## config.mk

```make
export PLATFORM = sky130hd
export DESIGN_NAME = scope_top
export DESIGN_NICKNAME = d
export VERILOG_FILES = /design/src/scope_pkg.sv /design/src/scope_top.sv /design/src/scope_acq.sv /design/src/scope_edge.sv /design/src/scope_dec_avg.sv /design/src/scope_regs.sv
export SDC_FILE = /design/constraint.sdc
export NUM_CORES = 1
export LEC_CHECK = 0
export CAP_MARGIN = 10
export CELL_PAD_IN_SITES_DETAIL_PLACEMENT = 0
export CELL_PAD_IN_SITES_GLOBAL_PLACEMENT = 1
export CORE_UTILIZATION = 47
export DETAILED_ROUTE_END_ITERATION = 8
export DONT_BUFFER_PORTS = 1
export PLACE_DENSITY_LB_ADDON = 0.08
export SETUP_SLACK_MARGIN = 0.4
export SLEW_MARGIN = 10
export SYNTH_ARGS = -nofsm -noshare
export SYNTH_HDL_FRONTEND = slang
export SYNTH_SLANG_ARGS = --single-unit
```

## constraint.sdc

```tcl
create_clock -name clk -period 5.2 [get_ports clk]
set_clock_uncertainty 0.1 [all_clocks]
set_input_delay 1.04 -clock clk [delete_from_list [all_inputs] [get_ports clk]]
set_output_delay 1.04 -clock clk [all_outputs]
set_load 0.03 [all_outputs]
```

## src/scope_pkg.sv

```systemverilog
`default_nettype none

package scope_pkg;

  ////////////////////////////////////////////////////////////////////////////
  // fixed widths
  ////////////////////////////////////////////////////////////////////////////

  localparam int unsigned DEC_W = 17;  // decimation factor / group counter
  localparam int unsigned SHR_W = 4;   // averaging right shift

  ////////////////////////////////////////////////////////////////////////////
  // register map, low 6 address bits
  ////////////////////////////////////////////////////////////////////////////

  localparam logic [5:0] ADR_CTL = 6'h00;  // wr strobes, rd status
  localparam logic [5:0] ADR_AVG = 6'h08;  // averaging enable
  localparam logic [5:0] ADR_DEC = 6'h0C;  // decimation factor
  localparam logic [5:0] ADR_SHR = 6'h10;  // sum shift right
  localparam logic [5:0] ADR_LVL = 6'h14;  // edge level
  localparam logic [5:0] ADR_HST = 6'h18;  // edge hysteresis
  localparam logic [5:0] ADR_SEL = 6'h1C;  // ext trigger select
  localparam logic [5:0] ADR_DLY = 6'h20;  // post trigger delay
  localparam logic [5:0] ADR_CNT = 6'h24;  // remaining delay, ro

  // single cycle strobes, bit order matches wdata[2:0]
  typedef struct packed {
    logic arm;  // bit 2, start acquisition
    logic swt;  // bit 1, software trigger out
    logic clr;  // bit 0, clear acquisition
  } scope_ctl_t;

  // decimator setup
  typedef struct packed {
    logic             avg;  // output group average instead of last sample
    logic [DEC_W-1:0] dec;  // group length, 0/1 pass all
    logic [SHR_W-1:0] shr;  // arithmetic shift of the group sum
  } scope_dec_cfg_t;

  // acquisition status back to the bus
  typedef struct packed {
    logic        acq;  // armed / acquiring
    logic        trg;  // trigger seen
    logic [31:0] cnt;  // samples left after trigger, minus one
  } scope_sts_t;

endpackage : scope_pkg

`default_nettype wire
```

## src/scope_top.sv

```systemverilog
`default_nettype none
`timescale 1ns/1ps

module scope_top #(
  parameter int unsigned DWI = 14,          // sample width
  parameter int unsigned TWA = 4,           // ext trigger lines
  parameter int unsigned TWS = $clog2(TWA)  // trigger select width
) (
  input  logic                  clk,
  input  logic                  rstn,
  // stream in
  input  logic signed [DWI-1:0] sti_dat,
  input  logic                  sti_vld,
  output logic                  sti_rdy,
  // stream out
  output logic signed [DWI-1:0] sto_dat,
  output logic                  sto_lst,
  output logic                  sto_vld,
  input  logic                  sto_rdy,
  // triggers
  input  logic        [TWA-1:0] trg_ext,
  output logic                  trg_swo,  // software trigger pulse
  output logic            [1:0] trg_out,  // 0 pos edge, 1 neg edge
  // system bus
  input  logic           [31:0] sys_addr,
  input  logic           [31:0] sys_wdata,
  input  logic                  sys_wen,
  input  logic                  sys_ren,
  output logic           [31:0] sys_rdata,
  output logic                  sys_ack,
  output logic                  sys_err
);

  scope_pkg::scope_ctl_t     ctl;
  scope_pkg::scope_dec_cfg_t dec_cfg;
  scope_pkg::scope_sts_t     sts;
  logic signed     [DWI-1:0] lvl;
  logic signed     [DWI-1:0] hst;
  logic            [TWS-1:0] sel;
  logic               [31:0] dly;
  logic signed     [DWI-1:0] std_dat;  // decimated stream
  logic                      std_vld;
  logic                      std_rdy;
  logic                      trg_mux;  // selected ext line

  assign trg_mux = trg_ext[sel];
  assign trg_swo = ctl.swt;

  ////////////////////////////////////////////////////////////////////////////
  // blocks
  ////////////////////////////////////////////////////////////////////////////

  scope_regs #(.DWI(DWI), .TWS(TWS)) regs_inst (
    .clk(clk), .rstn(rstn),
    .sys_addr(sys_addr), .sys_wdata(sys_wdata),
    .sys_wen(sys_wen), .sys_ren(sys_ren),
    .sys_rdata(sys_rdata), .sys_ack(sys_ack), .sys_err(sys_err),
    .sts(sts), .ctl(ctl), .dec_cfg(dec_cfg),
    .lvl(lvl), .hst(hst), .sel(sel), .dly(dly)
  );

  scope_dec_avg #(.DWI(DWI)) dec_avg_inst (
    .clk(clk), .rstn(rstn),
    .clr(ctl.clr), .cfg(dec_cfg),
    .sti_dat(sti_dat), .sti_vld(sti_vld), .sti_rdy(sti_rdy),
    .sto_dat(std_dat), .sto_vld(std_vld), .sto_rdy(std_rdy)
  );

  // watches the raw input, does not touch the handshake
  scope_edge #(.DWI(DWI)) edge_inst (
    .clk(clk), .rstn(rstn),
    .sti_dat(sti_dat), .sti_vld(sti_vld), .sti_rdy(sti_rdy),
    .lvl(lvl), .hst(hst),
    .trg_pdg(trg_out[0]), .trg_ndg(trg_out[1])
  );

  scope_acq #(.DWI(DWI)) acq_inst (
    .clk(clk), .rstn(rstn),
    .ctl(ctl), .dly(dly), .trg(trg_mux),
    .std_dat(std_dat), .std_vld(std_vld), .std_rdy(std_rdy),
    .sts(sts),
    .sto_dat(sto_dat), .sto_lst(sto_lst), .sto_vld(sto_vld), .sto_rdy(sto_rdy)
  );

endmodule : scope_top

`default_nettype wire

```

## src/scope_acq.sv

```systemverilog
`default_nettype none
`timescale 1ns/1ps

module scope_acq #(
  parameter int unsigned DWI = 14  // sample width
) (
  input  logic                  clk,
  input  logic                  rstn,
  // control
  input  scope_pkg::scope_ctl_t ctl,
  input  logic           [31:0] dly,
  input  logic                  trg,
  // stream from decimator
  input  logic signed [DWI-1:0] std_dat,
  input  logic                  std_vld,
  output logic                  std_rdy,
  // status
  output scope_pkg::scope_sts_t sts,
  // stream out
  output logic signed [DWI-1:0] sto_dat,
  output logic                  sto_lst,
  output logic                  sto_vld,
  input  logic                  sto_rdy
);

  logic        acq;    // armed
  logic        trg_q;  // trigger seen
  logic [31:0] cnt;    // samples left after trigger, minus one
  logic        dlv;    // sample moves into the output register
  logic        fin;    // delivered sample is the last one

  // idle: swallow decimator output
  assign std_rdy = ~acq | ~sto_vld | sto_rdy;
  assign dlv     = acq & std_vld & std_rdy;
  assign fin     = dlv & trg_q & (cnt == '0);

  assign sts = '{acq: acq, trg: trg_q, cnt: cnt};

  ////////////////////////////////////////////////////////////////////////////
  // arm / trigger / delay sequence
  ////////////////////////////////////////////////////////////////////////////

  always_ff @(posedge clk) begin
    if (!rstn) begin
      acq   <= 1'b0;
      trg_q <= 1'b0;
      cnt   <= '0;
    end else if (ctl.clr) begin
      acq   <= 1'b0;
      trg_q <= 1'b0;
    end else begin
      if (fin) begin
        acq   <= 1'b0;           // window closed
        trg_q <= 1'b0;
      end else if (acq && !trg_q && trg) begin
        trg_q <= 1'b1;
        cnt   <= dly;            // dly+1 samples follow
      end else if (dlv && trg_q) begin
        cnt   <= cnt - 1'b1;
      end
      if (ctl.arm) begin
        acq   <= 1'b1;           // rearm wins over close
      end
    end
  end

  ////////////////////////////////////////////////////////////////////////////
  // output register
  ////////////////////////////////////////////////////////////////////////////

  always_ff @(posedge clk) begin
    if (!rstn) begin
      sto_vld <= 1'b0;
      sto_lst <= 1'b0;
    end else if (ctl.clr) begin
      sto_vld <= 1'b0;           // flush
      sto_lst <= 1'b0;
    end else if (dlv) begin
      sto_vld <= 1'b1;
      sto_lst <= fin;
    end else if (sto_rdy) begin
      sto_vld <= 1'b0;
      sto_lst <= 1'b0;
    end
  end

  always_ff @(posedge clk) begin
    if (dlv) begin
      sto_dat <= std_dat;
    end
  end

  // last marker only rides on a valid beat
  assert property (@(posedge clk) disable iff (!rstn) sto_lst |-> sto_vld)
    else $error("scope_acq: sto_lst without sto_vld");

endmodule : scope_acq

`default_nettype wire

```

## src/scope_edge.sv

```systemverilog
`default_nettype none
`timescale 1ns/1ps

module scope_edge #(
  parameter int unsigned DWI = 14  // sample width
) (
  input  logic                  clk,
  input  logic                  rstn,
  // monitored stream
  input  logic signed [DWI-1:0] sti_dat,
  input  logic                  sti_vld,
  input  logic                  sti_rdy,
  // threshold
  input  logic signed [DWI-1:0] lvl,
  input  logic signed [DWI-1:0] hst,
  // edge pulses
  output logic                  trg_pdg,
  output logic                  trg_ndg
);

  logic signed [DWI:0] lvl_lo;  // positive arming threshold, one extra bit
  logic signed [DWI:0] lvl_hi;  // negative arming threshold
  logic                acc;     // sample seen on the stream
  logic                arm_p;   // waiting for rising crossing
  logic                arm_n;   // waiting for falling crossing

  assign lvl_lo = lvl - hst;
  assign lvl_hi = lvl + hst;
  assign acc    = sti_vld & sti_rdy;

  always_ff @(posedge clk) begin
    if (!rstn) begin
      arm_p   <= 1'b0;
      arm_n   <= 1'b0;
      trg_pdg <= 1'b0;
      trg_ndg <= 1'b0;
    end else begin
      trg_pdg <= 1'b0;  // single cycle pulses
      trg_ndg <= 1'b0;
      if (acc) begin
        // rising
        if (arm_p && (sti_dat >= lvl)) begin
          trg_pdg <= 1'b1;
          arm_p   <= 1'b0;  // disarm on fire
        end else if (sti_dat < lvl_lo) begin
          arm_p   <= 1'b1;
        end
        // falling, mirror image
        if (arm_n && (sti_dat <= lvl)) begin
          trg_ndg <= 1'b1;
          arm_n   <= 1'b0;
        end else if (sti_dat > lvl_hi) begin
          arm_n   <= 1'b1;
        end
      end
    end
  end

endmodule : scope_edge

`default_nettype wire

```

## src/scope_dec_avg.sv

```systemverilog
`default_nettype none
`timescale 1ns/1ps

module scope_dec_avg #(
  parameter int unsigned DWI = 14  // sample width
) (
  input  logic                      clk,
  input  logic                      rstn,
  // control / config
  input  logic                      clr,
  input  scope_pkg::scope_dec_cfg_t cfg,
  // stream in
  input  logic signed     [DWI-1:0] sti_dat,
  input  logic                      sti_vld,
  output logic                      sti_rdy,
  // stream out
  output logic signed     [DWI-1:0] sto_dat,
  output logic                      sto_vld,
  input  logic                      sto_rdy
);

  localparam int unsigned SUM_W = DWI + scope_pkg::DEC_W;  // no overflow over a group

  logic [scope_pkg::DEC_W-1:0] cnt;      // samples taken in this group
  logic signed     [SUM_W-1:0] sum;      // running group sum
  logic signed     [SUM_W-1:0] sum_nxt;  // sum including current sample
  logic signed     [SUM_W-1:0] sum_shr;  // scaled sum
  logic                        acc;      // input transfer
  logic                        lst;      // current sample closes the group

  // no bubble: refill in the same cycle the output is taken
  assign sti_rdy = ~sto_vld | sto_rdy;
  assign acc     = sti_vld & sti_rdy;

  // dec of 0 or 1 passes every sample
  assign lst = (cfg.dec <= 1) || (cnt >= cfg.dec - 1'b1);

  always_comb begin
    sum_nxt = sti_dat;              // first sample of the group
    if (cnt != '0) begin
      sum_nxt = sum + sti_dat;
    end
    sum_shr = sum_nxt >>> cfg.shr;  // arithmetic, keeps the sign
  end

  ////////////////////////////////////////////////////////////////////////////
  // group counter and accumulator
  ////////////////////////////////////////////////////////////////////////////

  always_ff @(posedge clk) begin
    if (!rstn) begin
      cnt <= '0;
    end else if (clr) begin
      cnt <= '0;                     // restart group
    end else if (acc) begin
      cnt <= lst ? '0 : cnt + 1'b1;
    end
  end

  always_ff @(posedge clk) begin
    if (acc) begin
      sum <= sum_nxt;  // only read while cnt != 0
    end
  end

  ////////////////////////////////////////////////////////////////////////////
  // output register
  ////////////////////////////////////////////////////////////////////////////

  always_ff @(posedge clk) begin
    if (!rstn) begin
      sto_vld <= 1'b0;
    end else if (clr) begin
      sto_vld <= 1'b0;               // drop pending result
    end else if (acc && lst) begin
      sto_vld <= 1'b1;
    end else if (sto_rdy) begin
      sto_vld <= 1'b0;
    end
  end

  always_ff @(posedge clk) begin
    if (acc && lst) begin
      sto_dat <= cfg.avg ? sum_shr[DWI-1:0] : sti_dat;  // truncated average or last
    end
  end

  // held output must not change until taken
  assert property (@(posedge clk) disable iff (!rstn)
    sto_vld && !sto_rdy && !clr |=> sto_vld && $stable(sto_dat))
    else $error("scope_dec_avg: output changed under back-pressure");

endmodule : scope_dec_avg

`default_nettype wire

```

## src/scope_regs.sv

```systemverilog
`default_nettype none
`timescale 1ns/1ps

module scope_regs #(
  parameter int unsigned DWI = 14,  // sample width
  parameter int unsigned TWS = 2    // trigger select width
) (
  input  logic                              clk,
  input  logic                              rstn,
  // system bus
  input  logic                       [31:0] sys_addr,
  input  logic                       [31:0] sys_wdata,
  input  logic                              sys_wen,
  input  logic                              sys_ren,
  output logic                       [31:0] sys_rdata,
  output logic                              sys_ack,
  output logic                              sys_err,
  // status in
  input  scope_pkg::scope_sts_t             sts,
  // control / config out
  output scope_pkg::scope_ctl_t             ctl,
  output scope_pkg::scope_dec_cfg_t         dec_cfg,
  output logic signed             [DWI-1:0] lvl,
  output logic signed             [DWI-1:0] hst,
  output logic                    [TWS-1:0] sel,
  output logic                       [31:0] dly
);

  logic  [5:0] adr;     // word offset within the block
  logic [31:0] rd_val;  // read mux
  logic        rd_hit;  // address is in the map

  assign adr = sys_addr[5:0];

  // strobes live only in the write cycle
  assign ctl.clr = sys_wen & (adr == scope_pkg::ADR_CTL) & sys_wdata[0];
  assign ctl.swt = sys_wen & (adr == scope_pkg::ADR_CTL) & sys_wdata[1];
  assign ctl.arm = sys_wen & (adr == scope_pkg::ADR_CTL) & sys_wdata[2];

  ////////////////////////////////////////////////////////////////////////////
  // config registers
  ////////////////////////////////////////////////////////////////////////////

  always_ff @(posedge clk) begin
    if (!rstn) begin
      dec_cfg <= '0;
      lvl     <= '0;
      hst     <= '0;
      sel     <= '0;
      dly     <= '0;
    end else if (sys_wen) begin
      case (adr)
        scope_pkg::ADR_AVG: dec_cfg.avg <= sys_wdata[0];
        scope_pkg::ADR_DEC: dec_cfg.dec <= sys_wdata[scope_pkg::DEC_W-1:0];
        scope_pkg::ADR_SHR: dec_cfg.shr <= sys_wdata[scope_pkg::SHR_W-1:0];
        scope_pkg::ADR_LVL: lvl <= sys_wdata[DWI-1:0];  // upper bits dropped
        scope_pkg::ADR_HST: hst <= sys_wdata[DWI-1:0];
        scope_pkg::ADR_SEL: sel <= sys_wdata[TWS-1:0];
        scope_pkg::ADR_DLY: dly <= sys_wdata;
        default: ;  // ctl, cnt and holes hold nothing
      endcase
    end
  end

  ////////////////////////////////////////////////////////////////////////////
  // read mux and bus response
  ////////////////////////////////////////////////////////////////////////////

  always_comb begin
    rd_val = '0;
    rd_hit = 1'b1;
    case (adr)
      scope_pkg::ADR_CTL: rd_val = {29'd0, sts.acq, sts.trg, 1'b0};
      scope_pkg::ADR_AVG: rd_val = {31'd0, dec_cfg.avg};
      scope_pkg::ADR_DEC: rd_val = {{(32-scope_pkg::DEC_W){1'b0}}, dec_cfg.dec};
      scope_pkg::ADR_SHR: rd_val = {{(32-scope_pkg::SHR_W){1'b0}}, dec_cfg.shr};
      scope_pkg::ADR_LVL: rd_val = {{(32-DWI){lvl[DWI-1]}}, lvl};  // sign ext
      scope_pkg::ADR_HST: rd_val = {{(32-DWI){hst[DWI-1]}}, hst};
      scope_pkg::ADR_SEL: rd_val = {{(32-TWS){1'b0}}, sel};
      scope_pkg::ADR_DLY: rd_val = dly;
      scope_pkg::ADR_CNT: rd_val = sts.cnt;
      default:            rd_hit = 1'b0;  // hole, reads zero
    endcase
  end

  always_ff @(posedge clk) begin
    if (sys_ren) begin
      sys_rdata <= rd_val;  // lines up with ack
    end
  end

  always_ff @(posedge clk) begin
    if (!rstn) begin
      sys_ack <= 1'b0;
      sys_err <= 1'b0;
    end else begin
      sys_ack <= sys_wen | sys_ren;                // one cycle later
      sys_err <= (sys_wen | sys_ren) & ~rd_hit;    // unmapped access
    end
  end

  // a bus master issues one kind of access per cycle
  assert property (@(posedge clk) disable iff (!rstn) !(sys_wen && sys_ren))
    else $error("scope_regs: read and write in the same cycle");

endmodule : scope_regs

`default_nettype wire

```

; Yosys cells after proc, flatten, opt, wreduce, memory -nomap -nowiden
; Index checks and enable logic that the tools add are counted.
; W data, S select, Z words.
[op_classes]
muxes = 22
n_reduce_logical = 31
n_eq_ne = 8
bitwise_logic = 21
n_lt_le_gt_ge = 7
add_sub_neg = 6
n_shift = 1
[op_table]
columns = cell, count
row1 = $pmux W32 S9, 1
row2 = $mux W32, 2
row3 = $logic_not A32 Y1, 1
row4 = $sub A32 B1 Y32 const B, 1
row5 = $add A31 B14 Y31, 1
row6 = $mux W31, 1
row7 = $sshr A31 B4 Y14, 1
row8 = $eq A6 B5 Y1 const B, 4
row9 = $reduce_and A2 Y1, 10
row10 = $add A17 B1 Y17 const B, 1
row11 = $ge A17 B17 Y1, 1
row12 = $le A17 B1 Y1 const B, 1
row13 = $mux W17, 1
row14 = $reduce_bool A17 Y1, 1
row15 = $sub A17 B1 Y17 const B, 1
row16 = $add A14 B14 Y15, 1
row17 = $gt A14 B15 Y1, 1
row18 = $lt A14 B15 Y1, 1
row19 = $mux W1, 15
row20 = $sub A14 B14 Y15, 1
row21 = $ge A14 B14 Y1, 1
row22 = $le A14 B14 Y1, 1
row23 = $mux W14, 1
row24 = $eq A6 B4 Y1 const B, 2
row25 = other kinds (15), 44
[totals]
output_inout_bits = 54
inputBits = 88
reg_bits = 235

; Logic depth before layout (Yosys ltp)
; Gate-level depths: netlist of run 1.
[depth]
word_depth = 8
depth_mapped = 21
ltp_nobuf = 21

; Modules after synthesis
; A second synthesis of run 1 with hierarchy kept.
[hier_totals]
cells_unflattened = 2009
hier_area_um2 = 17001.3
[modules_own_cells]
columns = module, cells_per_inst, n_inst, area_each_um2, seq_area_each_um2
row1 = scope_dec_avg, 791, 1, 6419.9, 1651.6
row2 = scope_regs, 547, 1, 5218.8, 2682.6
row3 = scope_acq, 340, 1, 2847.7, 1141.1
row4 = scope_edge, 330, 1, 2492.4, 80.1
row5 = scope_top, 1, 1, 22.5, 0.0

; Worst setup path after synthesis of run 1
; Ideal clock, no wire load.
[synth_path]
path_kind = in2reg
start = in sto_rdy
end = reg dec_avg_inst.sto_dat[0] (enable)
required_time_ns = 4.716
arrival_ns = 3.770
cell_stages = 8
path_slack_ns = 0.946
n_path_buf = 2
cell_sequence = nor2b_1 nand3_1 nand2_1 inv_1 clkbuf_1 o21ai_0 clkinv_1 buf_1
[synth_via]
elab_chain_len = 4
[synth_lines]
columns = item, line
row1 = "start, declared", scope_top.sv:19  ; input logic sto_rdy,
row2 = $or A1 B1 Y1, scope_acq.sv:33  ; assign std_rdy = ~acq | ~sto_vld | sto_rdy;
row3 = $or A1 B1 Y1, scope_dec_avg.sv:32  ; assign sti_rdy = ~sto_vld | sto_rdy;
row4 = named net sti_rdy, scope_top.sv:14  ; output logic sti_rdy,
row5 = $and A1 B1 Y1, scope_dec_avg.sv:33  ; assign acc = sti_vld & sti_rdy;
row6 = named net dec_avg_inst.acc, scope_dec_avg.sv:28  ; logic acc;
row7 = $logic_and A1 B1 Y1, scope_dec_avg.sv:83  ; if (acc && lst) begin
row8 = "end signal, assigned", scope_dec_avg.sv:84  ; sto_dat <= cfg.avg ? sum_shr[DWI-1:0] : sti_dat;
row9 = "end, declared", scope_dec_avg.sv:17  ; output logic signed [DWI-1:0] sto_dat,
; The timed path passes the listed nets, and every way through them passes these cells.
; A chain may end at the register's enable or synchronous reset.

; Final worst setup path of run 1
[layout_path]
start = reg regs_inst.lvl[0]
end = reg edge_inst.arm_n
[layout_via]
elab_chain_len = 4
elab_cells_between_ends = 7
[layout_lines]
columns = item, line
row1 = "start, declared", scope_regs.sv:23  ; output logic signed [DWI-1:0] lvl,
row2 = "start signal, assigned", scope_regs.sv:56  ; scope_pkg::ADR_LVL: lvl <= sys_wdata[DWI-1:0];
row3 = $add A14 B14 Y15 / $le A14 B14 Y1 (equally long branches), "scope_edge.sv:28, scope_edge.sv:49"
row4 = $gt A14 B15 Y1 / $logic_and A1 B1 Y1 (equally long branches), "scope_edge.sv:52, scope_edge.sv:49"
row5 = $reduce_bool A2 Y1 (no line), -
row6 = $reduce_and A2 Y1 (no line), -
row7 = "end signal, assigned", scope_edge.sv:34  ; arm_n <= 1'b0;
row8 = "end signal, assigned", scope_edge.sv:51  ; arm_n <= 1'b0;
row9 = "end signal, assigned", scope_edge.sv:53  ; arm_n <= 1'b1;
row10 = "end, declared", scope_edge.sv:25  ; logic arm_n;
; Parallel ways exist; a longest one is shown, timed or not.

==> results of run 1 <==
-- metal layers --
| layer | global-route usage | vias to the layer above | share of wire |
|---|---|---|---|
| met5 | 0 | - | 0 |
| met4 | 0.0952 | 0 | 0.032 |
| met3 | 0.0493 | 73 | 0.064 |
| met2 | 0.434 | 388 | 0.44 |
| met1 | 0.386 | 6833 | 0.47 |
| li1 | - | 7026 | - |
-- flip-flops by register name (all words and copies together) (netlist names), 2 cells and up --
register	cells
acq_inst.cnt	32
regs_inst.hst	14
regs_inst.sel	2
regs_inst.sys_rdata	32
regs_inst.lvl	14
dec_avg_inst.cnt	17
dec_avg_inst.sto_dat	14
dec_avg_inst.sum	29
regs_inst.dec_cfg	22
acq_inst.sto_dat	14
regs_inst.dly	32
-- worst max-delay path by stage --
stage	startpoint	endpoint	slack (ps)	cells past startpoint
after global routing	regs_inst.dec_cfg[4]$_SDFFE_PN0P_	dec_avg_inst.cnt[3]$_SDFFE_PP0P_	590	13
after detailed placement	sti_dat[0]	dec_avg_inst.sto_dat[10]$_DFFE_PP_	680	11
after CTS	regs_inst.dec_cfg[4]$_SDFFE_PN0P_	dec_avg_inst.sto_dat[8]$_DFFE_PP_	820	12
after floorplan	sto_rdy	dec_avg_inst.sto_dat[0]$_DFFE_PP_	950	8
after global placement	sti_dat[0]	dec_avg_inst.sto_dat[12]$_DFFE_PP_	700	11
final	regs_inst.lvl[0]$_SDFFE_PN0P_	edge_inst.arm_n$_SDFFE_PN0P_	910	18
-- Yosys cell counts (all sizes together), types with 5 or more instances --
master   count  area share
a2111oi      7      0.0042
a211o        6      0.0033
a211oi      27       0.013
a21boi       6      0.0028
a21o        22       0.010
a21oi      172       0.054
a221oi      12      0.0077
a22o        11      0.0060
a22oi       25       0.012
a31oi       14      0.0054
a41oi        6      0.0033
and2        16      0.0062
and3        17      0.0066
buf         18      0.0071
clkbuf      95       0.022
dfxtp      144        0.18
edfxtp      89        0.17
ha         121       0.094
inv         78       0.018
mux2         9      0.0063
mux2i       59       0.037
nand2      296       0.069
nand2b      14      0.0054
nand3       57       0.018
nand4       24      0.0093
nor2       163       0.038
nor2b       20      0.0078
nor3        75       0.023
nor4        14      0.0058
o2111ai      5      0.0027
o211ai      13      0.0061
o21a        18      0.0084
o21ai      122       0.038
o21bai      11      0.0051
o221ai      10      0.0054
o22ai        9      0.0035
o31a         6      0.0033
o31ai       13      0.0061
or2          6      0.0023
or3          9      0.0038
xnor2       43       0.023
xor2        29       0.016
-- area by class of cell --
class                      instances  area share
multi-input combinational       1541       0.565
sequential                       233       0.320
clock buffer                      37      0.0464
tap                              448      0.0323
inverter                          79      0.0174
timing repair buffer              26      0.0112
clock inverter                    13     0.00814
-- metrics by stage --
| stage | instances | power, mW |
|---|---|---|
| floorplan | 1966 | 2.53 |
| CTS | 2377 | 4.69 |
| finish | 2377 | 4.67 |
| global route | 2377 | 4.84 |
| global placement | 2327 | 2.69 |
| detailed placement | 2327 | 2.70 |
-- critical path, cell delays in order (launching register included) --
cell and delay [ps]:
dfxtp_1 390, ha_1 250, fa_1 410, nor2b_1 150, o21a_1 180, o21ai_0 160
a21oi_1 100, o21bai_1 140, a21oi_1 110, o31ai_1 330, a21oi_1 160, a221o_1 330
ha_1 330, nand4_1 140, nor2_1 240, o211ai_1 180, a21o_1 190, a31oi_1 190
nor3_1 60
-- report_power, final --
group	switching [mW]	leakage [nW]	internal (mW)
clock network	0.805	0.473	1.19
logic	0.432	4.30	0.247
registers	0.0458	2.04	1.95
-- logic make-up (layout without fill, tap and decap cells) --
| group | count (synthesis) | count (layout) |
|---|---|---|
| AND/OR/NAND/NOR | 728 | 728 |
| AO/OA/AOI/OAI | 546 | 546 |
| flip-flops | 233 | 233 |
| buffers and inverters | 192 | 155 |
| adder cells (fa/ha/maj) | 124 | 124 |
| XOR/XNOR | 72 | 72 |
| multiplexers | 71 | 71 |
==> summary.txt, run 1 <==
Critical path
  – Largest fanout on the critical path: 5
  – Arrival time at the worst endpoint: 4610 ps
  – Worst R2R Path Depth: 18
  – Critical path endpoint category: flip-flop
  – Kind of critical path: flip-flop to flip-flop
  – Reg2Reg Launch Point: regs_inst.lvl[0]$_SDFFE_PN0P_
  – Flop-to-flop setup slack: 910 ps
  – Worst EP required: 5510 ps
  – Reg-to-reg endpoint: edge_inst.arm_n$_SDFFE_PN0P_
  – Startpoint types: flip-flop

Global routing
  – Number of global-route vias before repair: 13400
  – Pin count of the biggest net entering global routing: 85
  – Sum of overflow across all layers after global routing: 0
  – First-pass GRT wire length: 77200 um
  – Number of antenna violations at the first check in global routing: 0
  – GR Util All Layers: 0.278

STA
  – Slew at the pin with the worst max-slew slack: 937 ps
  – Smallest setup slack after layout: 907 ps
  – Setup repair after global routing missed its margin: no
  – Post-layout minimum cycle time: 4290 ps
  – Setup-failing EPs final: 0
  – Hold slack: 364 ps
  – Highest Clock Rate: 233 MHz
  – Worst slew slack as a fraction of its limit: 0.375
  – Count of final max-slew check failures: 0
  – Count of endpoints failing hold in the final timing report: 0
  – Final sum of negative setup slack: 0 ps
  – Final clock period utilization by the worst path: 0.826

CTS
  – Clock slew at the register clock pins of the worst setup and hold paths: 60 ps
  – Number of buffers inserted to repair setup after CTS: 0
  – Gates resized, CTS repair: 0
  – Buffer cell driving the clock tree root: clkbuf_16
  – Number of hold buffers added after cts: 0
  – TritonCTS Sinks: 233
  – Number of levels in the clock H-tree: 1
  – Clock insertion delay at the later pin of the skew report: 570 ps
  – Max clock buf depth: 3
  – TritonCTS Buffers: 27
  – CTS tree: yes

Outcome
  – Status: finished clean

Placed design
  – Worst setup timing slack at the placement stage: 682 ps
  – Routability Congestion: 0.897
  – Post-DP Area: 0.0164 mm^2
  – Number of input and output port buffers inserted: 0
  – DP HPWL: 36900 um

Synthesis
  – Warnings from Yosys: 0
  – Synthesized area per cell: 8.20 um^2
  – Xor and xnor fraction of the mapped netlist area: 0.0391
  – Fraction of the mapped netlist area in simple logic gates: 0.206
  – Largest family of logic cells by synthesized area: compound AO/OA/AOI/OAI gates
  – Unique masters post-synth: 84
  – Summed instance area of the synthesized netlist: 0.0161 mm^2
  – Fraction of the mapped netlist area in adder cells: 0.0976
  – Share of flip-flops with an asynchronous set or reset after synthesis: 0
  – Gate count of the mapped netlist: 1966
  – Sequential fraction of the synthesis area: 0.345
  – Top flip-flop cell by instance count after synthesis: dfxtp_1
  – #FFs+latches synth: 233
  – Number of enable flip-flop cells after synthesis: 89
  – Number of nets in the synthesized netlist: 2178
  – Proportion of synthesized area in mux cells: 0.0471
  – Complex-gate fraction of the synthesized area: 0.218

Routing
  – Post-route DRC: 0
  – First drt pass iteration count: 5
  – Routed wire length per instance: 20.9 um
  – Detailed router's first-iteration violation count: 1074
  – Average via count per standard cell: 6.02
  – Routed vias: 14300
  – Total Routed Length: 49800 um
  – Count of nets left with antenna violations after detail routing: 0

Die
  – Row Count: 67
  – Starting Density: 0.480
  – Die area: 0.0351 mm^2
  – Core box area: 0.0336 mm^2
  – Die Height: 187 um
  – Horizontal extent of the die: 187 um
  – Number of primary I/O pins: 142

Final layout
  – Antenna diodes: 0
  – Share of post-route cells with drive strength above 1: 0.0586
  – Sequential cell area: 0.00556 mm^2
  – Footprint of the multi-input gates: 0.00981 mm^2
  – Most common library cell in the layout ignoring fill and taps: nand2_1
  – Number of nets in the finished design: 2120
  – Most used cells in the layout excluding fill and tap cells: nand2_1 (296), a21oi_1 (171), nor2_1 (162), dfxtp_1 (144), ha_1 (121)
  – Final Cell Area: 0.0174 mm^2
  – Layout fillers: 3188
  – Area grow syn2layout: 7.71%
  – Core occupancy in the finished layout: 0.517

Pwr
  – Max VDD drop: 0.000224 V
  – Power Density: 269 mW/mm^2
  – Leakage: 6.81 nW

Flow run
  – Max-capacitance violation count: 0

Min path
  – Depth of the worst hold-timing path: 0
  – Worst min-delay path endpoint: acq_inst.sto_dat[13]$_DFFE_PP_
  – Hold Path Class: flip-flop to flip-flop
  – Start point of the worst hold path: dec_avg_inst.sto_dat[13]$_DFFE_PP_
Power figures use the tool's default switching activity.
==> run 2, diff against run 1 <==
clock period = 4.4 ns   (was 5.2 ns; I/O delays follow)
==> run 2 against run 1 <==
  * Sequential share of layout area decreased by 0.61 points
  * Register-to-register slack got worse by 400 ps
  * Clock-buffer cell count decreased by 4
  * Sequential cell count unchanged
  * Combinational power increased by 25%
  * Routed wire length increased by 1.4%
  * Core utilization increased by 1.0 points
  * Global-route usage increased by 0.52 points
  * Worst setup slack got worse by 400 ps
  * Sequential power increased by 18%
  * First-iteration DRC count increased by 9.2%
==> summary.txt, run 2 (synthesized netlist as in run 1, its figures left out) <==
STA
  – Count of endpoints failing hold in the final timing report: 0 (unchanged)
  – Slew at the pin with the worst max-slew slack: 1090 ps (+155 ps)
  – Count of final max-slew check failures: 0 (unchanged)
  – Final clock period utilization by the worst path: 0.885 (+0.0598)
  – Final sum of negative setup slack: 0 ps (unchanged)
  – Worst slew slack as a fraction of its limit: 0.270 (-0.105)
  – Setup repair after global routing missed its margin: yes
  – Post-layout minimum cycle time: 3900 ps (-397 ps)
  – Highest Clock Rate: 257 MHz (+10%)
  – Setup-failing EPs final: 0 (unchanged)

CTS
  – Clock slew at the register clock pins of the worst setup and hold paths: 60 ps (about the same)
  – Max clock buf depth: 3 (unchanged)
  – TritonCTS Sinks: 233 (unchanged)
  – Buffer cell driving the clock tree root: clkbuf_16
  – TritonCTS Buffers: 28 (+3.7%)
  – Number of hold buffers added after cts: 0 (unchanged)
  – CTS tree: yes
  – Clock insertion delay at the later pin of the skew report: 570 ps (about the same)
  – Number of levels in the clock H-tree: 1 (unchanged)

Placed design
  – Post-DP Area: 0.0167 mm^2 (+1.5%)
  – Routability Congestion: 0.917 (+2.3%)
  – Number of input and output port buffers inserted: 0 (unchanged)
  – DP HPWL: 37100 um (+0.41%)

Global routing
  – Number of antenna violations at the first check in global routing: 0 (unchanged)
  – First-pass GRT wire length: 78600 um (+1.8%)
  – GR Util All Layers: 0.283 (+0.00524)
  – Sum of overflow across all layers after global routing: 0 (unchanged)
  – Pin count of the biggest net entering global routing: 84 (-1.2%)
  – Number of global-route vias before repair: 13700 (+2.4%)

Critical path
  – Reg2Reg Launch Point: regs_inst.lvl[1]$_SDFFE_PN0P_
  – Worst-path cell chain: ha_1 > nand2b_1 > a21oi_1 > nor2_1 > o21bai_1 > a21oi_1 > o21ba_2 > o211ai_1 > a2111oi_1 > a311oi_1 > ha_1 > nand4_1 > nor2_2 > a211oi_1 > nand4_1 > a31oi_1 > nor3_1
  – Startpoint types: flip-flop
  – Arrival time at the worst endpoint: 4220 ps (-390 ps)
  – Critical Path Max Stage Delay: 560 ps (+150 ps)
  – Kind of cell adding the most delay to the critical path: compound AO/OA/AOI/OAI gates
  – Buf/Inv on CP: 0 (unchanged)
  – Launching element of the worst setup path: regs_inst.lvl[1]$_SDFFE_PN0P_
  – Kind of critical path: flip-flop to flip-flop
  – Critical path endpoint category: flip-flop
  – Worst EP required: 4720 ps (-790 ps)
  – Critical Path Slowest Stage Cell: dfxtp_1
  – Largest fanout on the critical path: 7 (+2)

Final layout
  – Share of post-route cells with drive strength above 1: 0.0815 (+0.0229)
  – Number of nets in the finished design: 2154 (+1.6%)
  – Most used cells in the layout excluding fill and tap cells: nand2_1 (296), a21oi_1 (168), nor2_1 (161), dfxtp_1 (141), ha_1 (119)
  – Layout fillers: 3212 (+0.75%)
  – Top flop regs: acq_inst.cnt x32, regs_inst.dly x32, regs_inst.sys_rdata x32
  – Most common library cell in the layout ignoring fill and taps: nand2_1
  – Area grow syn2layout: 9.89%
  – Final Cell Area: 0.0177 mm^2 (+2.0%)
  – Antenna diodes: 0 (unchanged)

Routing
  – Post-route DRC: 0 (unchanged)
  – Average via count per standard cell: 6.02 (-0.12%)
  – Total Routed Length: 50400 um (+1.4%)
  – Count of nets left with antenna violations after detail routing: 0 (unchanged)
  – First drt pass iteration count: 7 (+2)
  – Routed wire length per instance: 20.9 um (about the same)
  – Detailed router's first-iteration violation count: 1173 (+9.2%)
  – Routed vias: 14500 (+1.4%)

Die
  – Die area: 0.0351 mm^2 (unchanged)
  – Row Count: 67 (unchanged)
  – Horizontal extent of the die: 187 um (unchanged)
  – Number of primary I/O pins: 142 (unchanged)
  – Die Height: 187 um (unchanged)
  – Core box area: 0.0336 mm^2 (unchanged)
  – Starting Density: 0.480 (unchanged)

Pwr
  – Max VDD drop: 0.000258 V (+15%)
  – Power Density: 319 mW/mm^2 (+19%)
  – Leakage: 6.98 nW (+2.5%)

Flow run
  – Max-capacitance violation count: 0 (unchanged)

Min path
  – Hold Path Class: input pin to flip-flop
  – Start point of the worst hold path: sys_ren

Outcome
  – Status: finished clean
-- run 2: where the power goes --
group	switching (mW)	internal (mW)	total, mW
Sequential	0.0536	2.30	2.35
Combinational	0.521	0.325	0.846
Clock	1.00	1.45	2.45
-- run 2: cell type report --
| class | instances | area (um^2) | area share |
|---|---|---|---|
| inverter | 79 | 299 | 0.0169 |
| clock inverter | 19 | 231 | 0.0131 |
| timing repair buffer | 59 | 455 | 0.0257 |
| multi-input combinational | 1541 | 9870 | 0.557 |
| sequential | 233 | 5560 | 0.314 |
| clock buffer | 33 | 739 | 0.0417 |
| tap | 448 | 561 | 0.0316 |
-- run 2: worst paths after layout --
| path | to | slack (ps) | depth (start not counted) |
|---|---|---|---|
| worst max-delay path | edge_inst.arm_n$_SDFFE_PN0P_ | 500 | 17 |
| worst max register to register | edge_inst.arm_n$_SDFFE_PN0P_ | 500 | 17 |
| worst min-delay path | regs_inst.sys_rdata[10]$_DFFE_PP_ | 320 | 0 |
| worst min register to register | acq_inst.sto_dat[5]$_DFFE_PP_ | 330 | 0 |
-- run 2: repair_timing --
item                       CTS  global route
setup endpoints to repair   14             6
gates resized for setup      4            15
buffers inserted             0             2
pin swaps                    1            10
-- run 2: per-stage QoR --
step | hold slack (ps) | power, mW | util | worst slack [ps] | cells
2_1_floorplan | 300 | 2.99 | - | 587 | 1966
3_3_place_gp | 307 | 3.22 | 0.496 | 128 | 2358
3_5_place_dp | 312 | 3.23 | 0.496 | 79.7 | 2358
4_1_cts | 297 | 5.67 | 0.525 | 373 | 2410
5_1_grt | 299 | 5.86 | 0.527 | 223 | 2412
6_report | 317 | 5.65 | 0.527 | 504 | 2412
-- run 2: per-layer routing --
layer,GRT usage,wire (um),part of all wire,up-vias
met2,0.437,22000,0.44,403
met1,0.394,23400,0.46,6930
met4,0.0999,1600,0.032,0
li1,-,-,-,7111
met5,0,0,0,-
met3,0.0531,3400,0.067,70
==> run 3, diff against run 2 <==
CORE_MARGIN = 2   (was not set)
==> run 3 against run 2 <==
  * Critical path depth up 1
  * Cell count is essentially flat
  * Combinational power about the same
  * Power fell by 4.5%
  * Critical path type unchanged
  * Critical endpoint unchanged
  * Largest power group is now registers
  * Highest routed layer unchanged
==> summary.txt, run 3 (synthesized netlist as in run 1, its figures left out) <==
Final layout
  – Area grow syn2layout: 9.36%
  – Most used cells in the layout excluding fill and tap cells: nand2_1 (296), a21oi_1 (168), nor2_1 (161), dfxtp_1 (142), ha_1 (119)
  – Share of post-route cells with drive strength above 1: 0.0810 (-0.000468)
  – Footprint of the multi-input gates: 0.00992 mm^2 (+0.47%)
  – Most common library cell in the layout ignoring fill and taps: nand2_1
  – Layout fillers: 3251 (+1.2%)
  – Antenna diodes: 0 (unchanged)
  – Top flop regs: acq_inst.cnt x32, regs_inst.dly x32, regs_inst.sys_rdata x32
  – Core occupancy in the finished layout: 0.523 (-0.00384)
  – Number of nets in the finished design: 2153 (-0.046%)
  – Sequential cell area: 0.00556 mm^2 (about the same)

STA
  – Post-layout minimum cycle time: 4000 ps (+108 ps)
  – Slew at the pin with the worst max-slew slack: 1120 ps (+29.4 ps)
  – Final clock period utilization by the worst path: 0.910 (+0.0246)
  – Final sum of negative setup slack: 0 ps (unchanged)
  – Highest Clock Rate: 250 MHz (-2.7%)
  – Smallest setup slack after layout: 396 ps (-108 ps)
  – Setup repair after global routing missed its margin: yes
  – Count of endpoints failing hold in the final timing report: 0 (unchanged)
  – Setup-failing EPs final: 0 (unchanged)
  – Worst slew slack as a fraction of its limit: 0.250 (-0.0196)
  – Count of final max-slew check failures: 0 (unchanged)

Placed design
  – Worst setup timing slack at the placement stage: 182 ps (+102 ps)
  – DP HPWL: 37500 um (+1.0%)
  – Number of input and output port buffers inserted: 0 (unchanged)
  – Routability Congestion: 0.899 (-1.9%)

CTS
  – Max clock buf depth: 3 (unchanged)
  – TritonCTS Sinks: 233 (unchanged)
  – TritonCTS Buffers: 28 (unchanged)
  – Clock slew at the register clock pins of the worst setup and hold paths: 60 ps (about the same)
  – Buffer cell driving the clock tree root: clkbuf_16
  – CTS tree: yes
  – Number of levels in the clock H-tree: 1 (unchanged)
  – Number of hold buffers added after cts: 0 (unchanged)
  – Clock insertion delay at the later pin of the skew report: 570 ps (about the same)

Global routing
  – Number of antenna violations at the first check in global routing: 0 (unchanged)
  – First-pass GRT wire length: 78600 um (about the same)
  – GR Util All Layers: 0.279 (-0.00428)
  – Pin count of the biggest net entering global routing: 87 (+3.6%)
  – Sum of overflow across all layers after global routing: 0 (unchanged)
  – Number of global-route vias before repair: 13500 (-1.8%)

Pwr
  – Relative contribution of the clock network to total power: 0.407 (-0.026)
  – Net switching share of the total power: 0.287 (+0.00724)
  – Switching power: 1.55 mW (-2.0%)
  – Leakage: 6.95 nW (-0.47%)
  – Power Density: 306 mW/mm^2 (-4.0%)
  – Max VDD drop: 0.000240 V (-6.8%)
  – Sequential power share: 0.437 (+0.020)
  – Cell Int Power: 3.85 mW (-5.4%)
  – Portion of total power attributed to combinational logic: 0.156 (+0.006)

Critical path
  – Critical Path Slowest Stage Cell: a221o_1
  – Worst EP required: 4710 ps (about the same)
  – Arrival time at the worst endpoint: 4310 ps (+90 ps)
  – Critical path endpoint category: flip-flop
  – Most numerous cell on the critical path: a21oi_2
  – Largest fanout on the critical path: 4 (-3)
  – Critical Path Max Stage Delay: 400 ps (-160 ps)
  – Kind of critical path: flip-flop to flip-flop
  – Worst-path cell chain: ha_2 > fa_2 > nor2b_1 > o21a_1 > o21ai_1 > a21oi_1 > o21bai_1 > a21oi_2 > o31ai_2 > a21oi_2 > a221o_1 > ha_4 > nand4_1 > nor2_2 > o211ai_1 > a21o_1 > a31oi_2 > nor3_1
  – Startpoint types: flip-flop

Routing
  – Average via count per standard cell: 6.02 (about the same)
  – Routed wire length per instance: 21.0 um (+0.62%)
  – Routed vias: 14500 (-0.0069%)
  – Total Routed Length: 50700 um (+0.57%)
  – Detailed router's first-iteration violation count: 1189 (+1.4%)
  – Count of nets left with antenna violations after detail routing: 0 (unchanged)
  – First drt pass iteration count: 5 (-2)
  – Post-route DRC: 0 (unchanged)

Min path
  – Hold Path Class: flip-flop to flip-flop

Die
  – Die area: 0.0358 mm^2 (+2.1%)
  – Horizontal extent of the die: 189 um (+1.1%)
  – Core box area: 0.0337 mm^2 (+0.25%)
  – Starting Density: 0.478 (-0.00119)
  – Row Count: 67 (unchanged)
  – Number of primary I/O pins: 142 (unchanged)
  – Die Height: 189 um (+1.1%)

Flow run
  – Max-capacitance violation count: 0 (unchanged)

Outcome
  – Status: finished clean
run 3: worst max-delay path: cells and delay by family (launching register included):
kind | cells | cell delay (ps)
AOI/OAI and AO/OA | 11 | 2030
adders and majority gates | 3 | 850
DFF | 1 | 340
and+or+nand+nor | 4 | 530
run 3: power groups by stage:
| stage | Clock, mW | Sequential (mW) | Combinational (mW) |
|---|---|---|---|
| floorplan | 0 | 2.39 | 0.605 |
| global placement | 0 | 2.40 | 0.808 |
| detailed placement | 0 | 2.40 | 0.814 |
| CTS | 2.23 | 2.36 | 0.822 |
| global route | 2.32 | 2.36 | 0.935 |
| finish | 2.20 | 2.36 | 0.844 |
run 3: layer usage:
layer / up-vias / part of all wire / wire length [um] / global-route usage
met5: - / 0 / 0 / 0
met2: 463 / 0.44 / 22100 / 0.427
met4: 0 / 0.025 / 1280 / 0.0808
li1: 7088 / - / - / -
met3: 65 / 0.074 / 3740 / 0.0547
met1: 6897 / 0.47 / 23600 / 0.399
run 3: metrics by stage:
stage	power, mW	instances	area (um^2)	hold WS [ps]
final	5.40	2411	17600	315
after global routing	5.61	2411	17600	303
after floorplan	2.99	1966	16100	300
after global placement	3.21	2356	16600	308
after detailed placement	3.22	2356	16600	306
after CTS	5.41	2409	17500	301
run 3: layout make-up:
cell class | count | share of cell area
multi-input combinational | 1541 | 0.563
clock buffer | 36 | 0.0434
tap | 448 | 0.0318
inverter | 79 | 0.0170
sequential | 233 | 0.315
timing repair buffer | 58 | 0.0249
clock inverter | 16 | 0.00518
run 3: path summary, 6_finish.rpt:
kind                                startpoint                             to  slack, ps  cells past startpoint
max              regs_inst.hst[0]$_SDFFE_PN0P_   edge_inst.arm_n$_SDFFE_PN0P_        400                     18
min          dec_avg_inst.sto_dat[0]$_DFFE_PP_  acq_inst.sto_dat[0]$_DFFE_PP_        320                      0
max reg2reg      regs_inst.hst[0]$_SDFFE_PN0P_   edge_inst.arm_n$_SDFFE_PN0P_        400                     18
min reg2reg  dec_avg_inst.sto_dat[0]$_DFFE_PP_  acq_inst.sto_dat[0]$_DFFE_PP_        320                      0
run 3: what timing repair did:
action                     4_1_cts  5_1_grt
buffers inserted                 1        2
gates resized for setup          7       17
cloned                           0        0
pin swaps                        1       11
setup endpoints to repair       32       36
